<file path="config.mk">
export PLATFORM = sky130hd
export DESIGN_NAME = layerWeightRegs
export DESIGN_NICKNAME = d
export VERILOG_FILES = /design/src/design/nnLayerPkg.sv /design/src/design/layerWeightRegs.sv
export VERILOG_INCLUDE_DIRS = /design/src /design/src/design
export SDC_FILE = /design/constraint.sdc
export NUM_CORES = 1
export LEC_CHECK = 0
export BUFFER_PORTS_ARGS = -buffer_cell sky130_fd_sc_hd__buf_4
export CORE_ASPECT_RATIO = 1.2
export CORE_MARGIN = 2
export CORE_UTILIZATION = 28
export CTS_BUF_LIST = sky130_fd_sc_hd__clkbuf_4 sky130_fd_sc_hd__clkbuf_8 sky130_fd_sc_hd__clkbuf_16
export CTS_CLUSTER_DIAMETER = 200
export DETAILED_ROUTE_END_ITERATION = 6
export GPL_TIMING_DRIVEN = 0
export MAX_ROUTING_LAYER = met4
export PLACE_DENSITY = 0.59
export SYNTH_ARGS = -nofsm -noshare
export SYNTH_HDL_FRONTEND = slang
export SYNTH_SLANG_ARGS = --single-unit
</file>
<file path="constraint.sdc">
create_clock -name clk -period 4.5 [get_ports clk]
set_input_delay 0.9 -clock clk [delete_from_list [all_inputs] [get_ports clk]]
set_output_delay 0.9 -clock clk [all_outputs]
set_load 0.02 [all_outputs]
</file>
<file path="src/design/nnLayer_config.svh">
`ifndef NN_LAYER_CONFIG_SVH
`define NN_LAYER_CONFIG_SVH

// layer shape.
`define NN_NUM_INPUTS 15
`define NN_NUM_NODES 4

// fixed-point widths.
`define NN_DATA_WIDTH 8
`define NN_WEIGHT_WIDTH 8
`define NN_BIAS_WIDTH 16
`define NN_ACC_WIDTH 23

// output scaling, the sum keeps 6 fraction bits.
`define NN_FRAC_SHIFT 6
`define NN_SAT_MAX 127

// configuration address, node in the high field and slot in the low field.
`define NN_NODE_SEL_WIDTH 2
`define NN_SLOT_WIDTH 4

// the last slot of a node holds its bias.
`define NN_BIAS_SLOT 15

`endif

</file>
<file path="src/design/nnLayerPkg.sv">
`include "nnLayer_config.svh"

package nnLayerPkg;

	// signed fixed-point data types.
	typedef logic signed [`NN_DATA_WIDTH-1:0] activation_t;

	typedef logic signed [`NN_WEIGHT_WIDTH-1:0] weight_t;

	typedef logic signed [`NN_BIAS_WIDTH-1:0] bias_t;

	typedef logic signed [`NN_ACC_WIDTH-1:0] acc_t;

	// node select in the upper bits, slot select in the lower bits.
	typedef logic [`NN_NODE_SEL_WIDTH+`NN_SLOT_WIDTH-1:0] cfgAddr_t;

	// a configuration word is either a full bias or a weight in the low byte.
	typedef union packed
	{
		bias_t bias;
		struct packed
		{
			logic [`NN_BIAS_WIDTH-`NN_WEIGHT_WIDTH-1:0] reserved;
			weight_t weight;
		} weightWord;
	} cfgWord_u;

endpackage

</file>
<file path="src/design/layerWeightRegs.sv">
`timescale 1ns/100ps
`include "nnLayer_config.svh"

module layerWeightRegs
(
	input logic clk,
	input logic reset,
	input logic cfgWrite,
	input nnLayerPkg::cfgAddr_t cfgAddr,
	input nnLayerPkg::cfgWord_u cfgData,
	output nnLayerPkg::weight_t weights [`NN_NUM_NODES][`NN_NUM_INPUTS],
	output nnLayerPkg::bias_t biases [`NN_NUM_NODES]
);

	import nnLayerPkg::*;

	logic [`NN_NODE_SEL_WIDTH-1:0] wrNode;
	logic [`NN_SLOT_WIDTH-1:0] wrSlot;
	logic biasSel;
	logic [`NN_NUM_NODES-1:0] nodeSel;
	logic [`NN_NUM_INPUTS-1:0] slotSel;
	weight_t wrWeight;
	bias_t wrBias;

	// split the address into its node and slot fields.
	assign wrNode = cfgAddr[`NN_NODE_SEL_WIDTH+`NN_SLOT_WIDTH-1:`NN_SLOT_WIDTH];
	assign wrSlot = cfgAddr[`NN_SLOT_WIDTH-1:0];

	assign biasSel = (wrSlot == `NN_SLOT_WIDTH'(`NN_BIAS_SLOT));

	// the same data word read through both views.
	assign wrWeight = cfgData.weightWord.weight;
	assign wrBias = cfgData.bias;

	// one-hot node enable, qualified by the write strobe.
	always_comb
	begin
		for (int n = 0; n < `NN_NUM_NODES; n++)
		begin
			nodeSel[n] = cfgWrite && (int'(wrNode) == n);
		end
	end

	// one-hot weight slot, never set for the bias slot.
	always_comb
	begin
		for (int s = 0; s < `NN_NUM_INPUTS; s++)
		begin
			slotSel[s] = (int'(wrSlot) == s);
		end
	end

	// per-node storage.
	// a write at edge k is visible on the outputs right after edge k.
	for (genvar n = 0; n < `NN_NUM_NODES; n++)
	begin : gNodeRegs
		always_ff @(posedge clk)
		begin
			if (reset)
			begin
				biases[n] <= '0;
			end
			else if (nodeSel[n] && biasSel)
			begin
				biases[n] <= wrBias;
			end
		end

		always_ff @(posedge clk)
		begin
			if (reset)
			begin
				for (int s = 0; s < `NN_NUM_INPUTS; s++)
				begin
					weights[n][s] <= '0;
				end
			end
			else if (nodeSel[n])
			begin
				for (int s = 0; s < `NN_NUM_INPUTS; s++)
				begin
					if (slotSel[s])
					begin
						weights[n][s] <= wrWeight;
					end
				end
			end
		end
	end

endmodule

</file>
* Word-level counts from Yosys, hierarchy flattened
Cells that the tools add are included.
** Cells by class
- Reduce and logical (&&, ||, !) cells :: 70
- Equal/unequal tests :: 18
** Operator list (number)
- $reduce_and A2 Y1 :: 60
- $eq A4 B4 Y1 const B :: 9
- $eq A4 B3 Y1 const B :: 4
- $eq A4 B2 Y1 const B :: 2
- $logic_and A1 B1 Y1 :: 8
- $eq A2 B2 Y1 const B :: 2
- $logic_not A4 Y1 :: 1
- $eq A2 B1 Y1 const B :: 1
- $logic_not A2 Y1 :: 1
** Storage, ports and cells
- Flip-flop bits (word level) :: 544
- Word-level logic and storage cells :: 152

* Depth between registers and ports, before layout
- Depth in word-level cells :: 3
- Gate-level depth with buffers :: 5
- Depth with buffers taken out :: 3

* Worst setup path after synthesis
OpenSTA, ideal clock, no wires.
- Path kind :: input to register
- Start point :: input port cfgAddr[5]
- End point :: register weights[354] (netlist bit)
- Library setup time :: 0.132 ns
- Stages :: 5
- Setup slack :: 2.462 ns
- Arrival time :: 1.906 ns
- Path through :: and3b_1 -> buf_2 -> buf_4 -> nand2_2 -> mux2i_1
** On the way
- Cells in the longest elaborated chain, start to end :: 3
** Ends and longest elaborated chain
- start, declared :: line layerWeightRegs.sv:9 : input nnLayerPkg::cfgAddr_t cfgAddr,
- $eq A2 B2 Y1 :: line layerWeightRegs.sv:40 : nodeSel[n] = cfgWrite && (int'(wrNode) == n);
- $logic_and A1 B1 Y1 :: line layerWeightRegs.sv:40
- $reduce_and A2 Y1 (no line)
- end signal, assigned by index :: line layerWeightRegs.sv:84 : weights[n][s] <= wrWeight;
- end, declared :: line layerWeightRegs.sv:11 : output nnLayerPkg::weight_t weights [`NN_NUM_NODES][`NN_NUM_INPUTS],
No other way between the ends.
A chain may end at the register's enable or synchronous reset.

==> summary.txt <==
Detailed routing
  • Routed vias/inst: 4.42
  • Post-route DRC violation count: 0
  • DR vias: 15818
  • First-pass iteration count of the detailed router: 5
  • DRT iter0 DRCs: 556
  • Drt total wl: 80.3 mm
  • WL/cell: 22.4 microns
  • Routed Antenna Nets: 0

Global route
  • Met1 Use GR: 23.3%
  • Initial antenna violation count: 1
  • GR peak layer: met2
  • Total grt overflow: 0
  • Global routing usage on met3: 5.15%
  • Met2 Use GR: 34.1%
  • GRT Util Overall: 20.4%
  • First-pass GRT wire length: 115 mm
  • Vias in the first global route: 16701
  • Largest net degree at the start of global routing: 15

Placed design
  • Port Buffers: 567
  • Placed Cells: 3457
  • DP Area: 26800 sq um
  • GPL Wtd Cong: 0.799
  • Post-detail-place hpwl: 60.0 mm

Setup path
  • Slowest-stage cell, CP: clkbuf_1
  • Crit-path leading delay family: buffers and inverters
  • Worst R2R Setup Slack: 3.80 ns
  • Crit end category: flop
  • Worst path cell trace: clkbuf_1, nand2b_1, clkbuf_1, clkbuf_1, mux2i_1
  • Startpoint Class: input port
  • Worst Path Arrival: 3.79 ns
  • Most numerous cell on the critical path: clkbuf_1
  • Crit path max fanout: 12
  • WP buf/inv: 3
  • Crit-path max cell delay: 1.01 ns
  • CP Class: input port to flop
  • CP Launch Point: reset
  • R2R Path Start: weights[330]$_SDFFE_PP0P_
  • Critical Path RT: 4.94 ns

Synthesis
  • Cells after synthesis: 1882
  • Post-synth design cell area: 21300 sq um
  • Top-area cell type share of the netlist area: 51.1%
  • Cell accounting for the most synthesized area: dfxtp_1
  • Post-Syn Nets: 1907
  • Number of distinct library cells after synthesis: 23
  • Syn avg cell area: 11.3 sq um
  • Syn. warnings: 0
  • FF+latch count, synth: 544
  • Synth area leaders: dfxtp_1 (51%), mux2i_1 (26%), nand2b_1 (16%), clkbuf_1 (2.0%), nand2_4 (1.5%)
  • Seq/Total Area, Yosys: 51.1%

Power
  • Peak VDD IR: 267 uV
  • Switching Fraction: 22.9%
  • Power Dens Cells: 359 nW/um^2
  • Logic pwr share: 4.9%
  • Leakage power: 0.0153 uW
  • Switching Power: 2370 uW
  • Clock network fraction of total power: 48.3%
  • Sequential fraction of design power: 46.7%
  • Internal: 8000 uW

STA
  • Slew Limit Fails: 0
  • Hold WS: 0.473 ns
  • Slew of the pin with the lowest slew margin: 1.38 ns
  • Final Hold Fails: 0
  • Setup tns final: 0 ns
  • Worst slew margin: 7.86%
  • Fmax: 298 MHz
  • Fin crit share: 74.5%
  • Period minus WS final: 3.35 ns
  • Final setup fails: 0
  • Clock Skew: 0 ns
  • Unrepaired setup endpoints after global routing: false

Min path
  • HP Class: flop to flop
  • Hold Crit Start: biases[37]$_SDFFE_PP0P_

Clocking
  • CTS Sinks: 544
  • Clk buf depth: 3
  • Depth of the CTS H-tree: 2
  • CTS tree: yes
  • Postcts setup bufs: 0
  • CTS buffer count: 59
  • Post-CTS sizing: 0
  • Hold Buf Count CTS: 0
  • Clock transition at path regs: 0.06 ns
  • Clk Latency, worst-skew pair: 0.61 ns
  • Clock Root Buffer: clkbuf_16

Cells and area
  • Area grow syn2layout: 35.5%
  • Post-route cell area: 28900 sq um
  • Layout cells sized above 1: 29.9%
  • Finished Layout Cells: 3576
  • Layout Nets: 2535

Die
  • I/O pin count: 569
  • Rows: 110
  • Die area: 78400 sq um
  • Initial Utilization: 28.3%
  • Placeable core area: 75300 sq um
  • Die Wd: 256 microns
  • Die height: 306 microns

Run
  • Max cap viols: 0

Run status
  • Status: finished, final reports clean
## sequential cells by signal, indices dropped and copies added (netlist names)
signal   count
biases      64
weights    480
## power groups by stage
stage | registers [uW] | clock network (uW) | logic, uW
after floorplan | 4980 | 0 | 267
after global placement | 4950 | 0 | 517
after detailed placement | 4950 | 0 | 523
after CTS | 4850 | 5140 | 525
after global routing | 4850 | 5320 | 544
final | 4850 | 5010 | 511
## metal layers
layer	wire, microns	part of all wire (%)	up-vias
met4	3410	4.2	0
li1	-	-	7499
met1	33200	41	7689
met5	0	0	-
met2	38600	48	471
met3	5020	6.3	159
## worst min-delay path: stages, from the launching register on
cell      delay (ns)
dfxtp_1         0.31
nand2b_1        0.06
mux2i_1         0.06
## cells in the mapped netlist
cell type and number:
and2_1 3, and3_1 1, and3b_1 2, and4_1 1, and4b_1 4, and4bb_1 2
and4bb_2 1, buf_1 9, buf_2 12, buf_4 13, buf_6 1, clkbuf_1 112
dfxtp_1 544, mux2i_1 544, nand2_1 8, nand2_2 23, nand2_4 29, nand2_8 4
nand2b_1 560, nor3b_1 1, nor4_4 1, nor4b_4 4, nor4bb_1 3
## cells by family (layout without fill, tap and decap cells)
kind of cell,after synthesis,count (layout),synth area share (%)
muxes,544,544,25.5
DFF,544,544,51.1
buffers and inverters,147,824,2.92
and+or+nand+nor,647,647,20.5
other,0,9,0
## cell type report
type | count | area (sq um)
timing repair buffer | 567 | 4260
sequential | 544 | 10900
buffer | 147 | 623
clock buffer | 89 | 1800
fill | 7478 | 46400
clock inverter | 21 | 230
antenna | 9 | 22.5
tap | 1008 | 1260
multi-input combinational | 1191 | 9810
## through the flow
step / worst slack [ns] / power [uW] / utilization (%)
after global routing: 1.08 / 10700 / 38.3
after global placement: 0.569 / 5470 / 35.7
after CTS: 1.19 / 10500 / 38.3
after floorplan: 2.46 / 5240 / -
final: 1.15 / 10400 / 38.4
after detailed placement: 0.533 / 5480 / 35.7
## cells in the final DEF (no fill, tap or decap), drive strengths merged
master	instances
buf	602
nand2b	560
mux2i	544
dfxtp	544
clkbuf	201
nand2	64
clkinv	10
diode	9
and4b	4
nor4b	4
bufinv	4
inv	4
nor4bb	3
and2	3
clkinvlp	3
and4bb	3
and3b	2
and3	1
nor3b	1
and4	1
nor4	1
## final timing paths
path	endpoint	cells past startpoint
hold reg to reg	biases[37]$_SDFFE_PP0P_	2
setup reg to reg	weights[330]$_SDFFE_PP0P_	2
hold / removal	biases[37]$_SDFFE_PP0P_	2
setup / recovery	weights[453]$_SDFFE_PP0P_	5
Power figures use the tool's default switching activity.
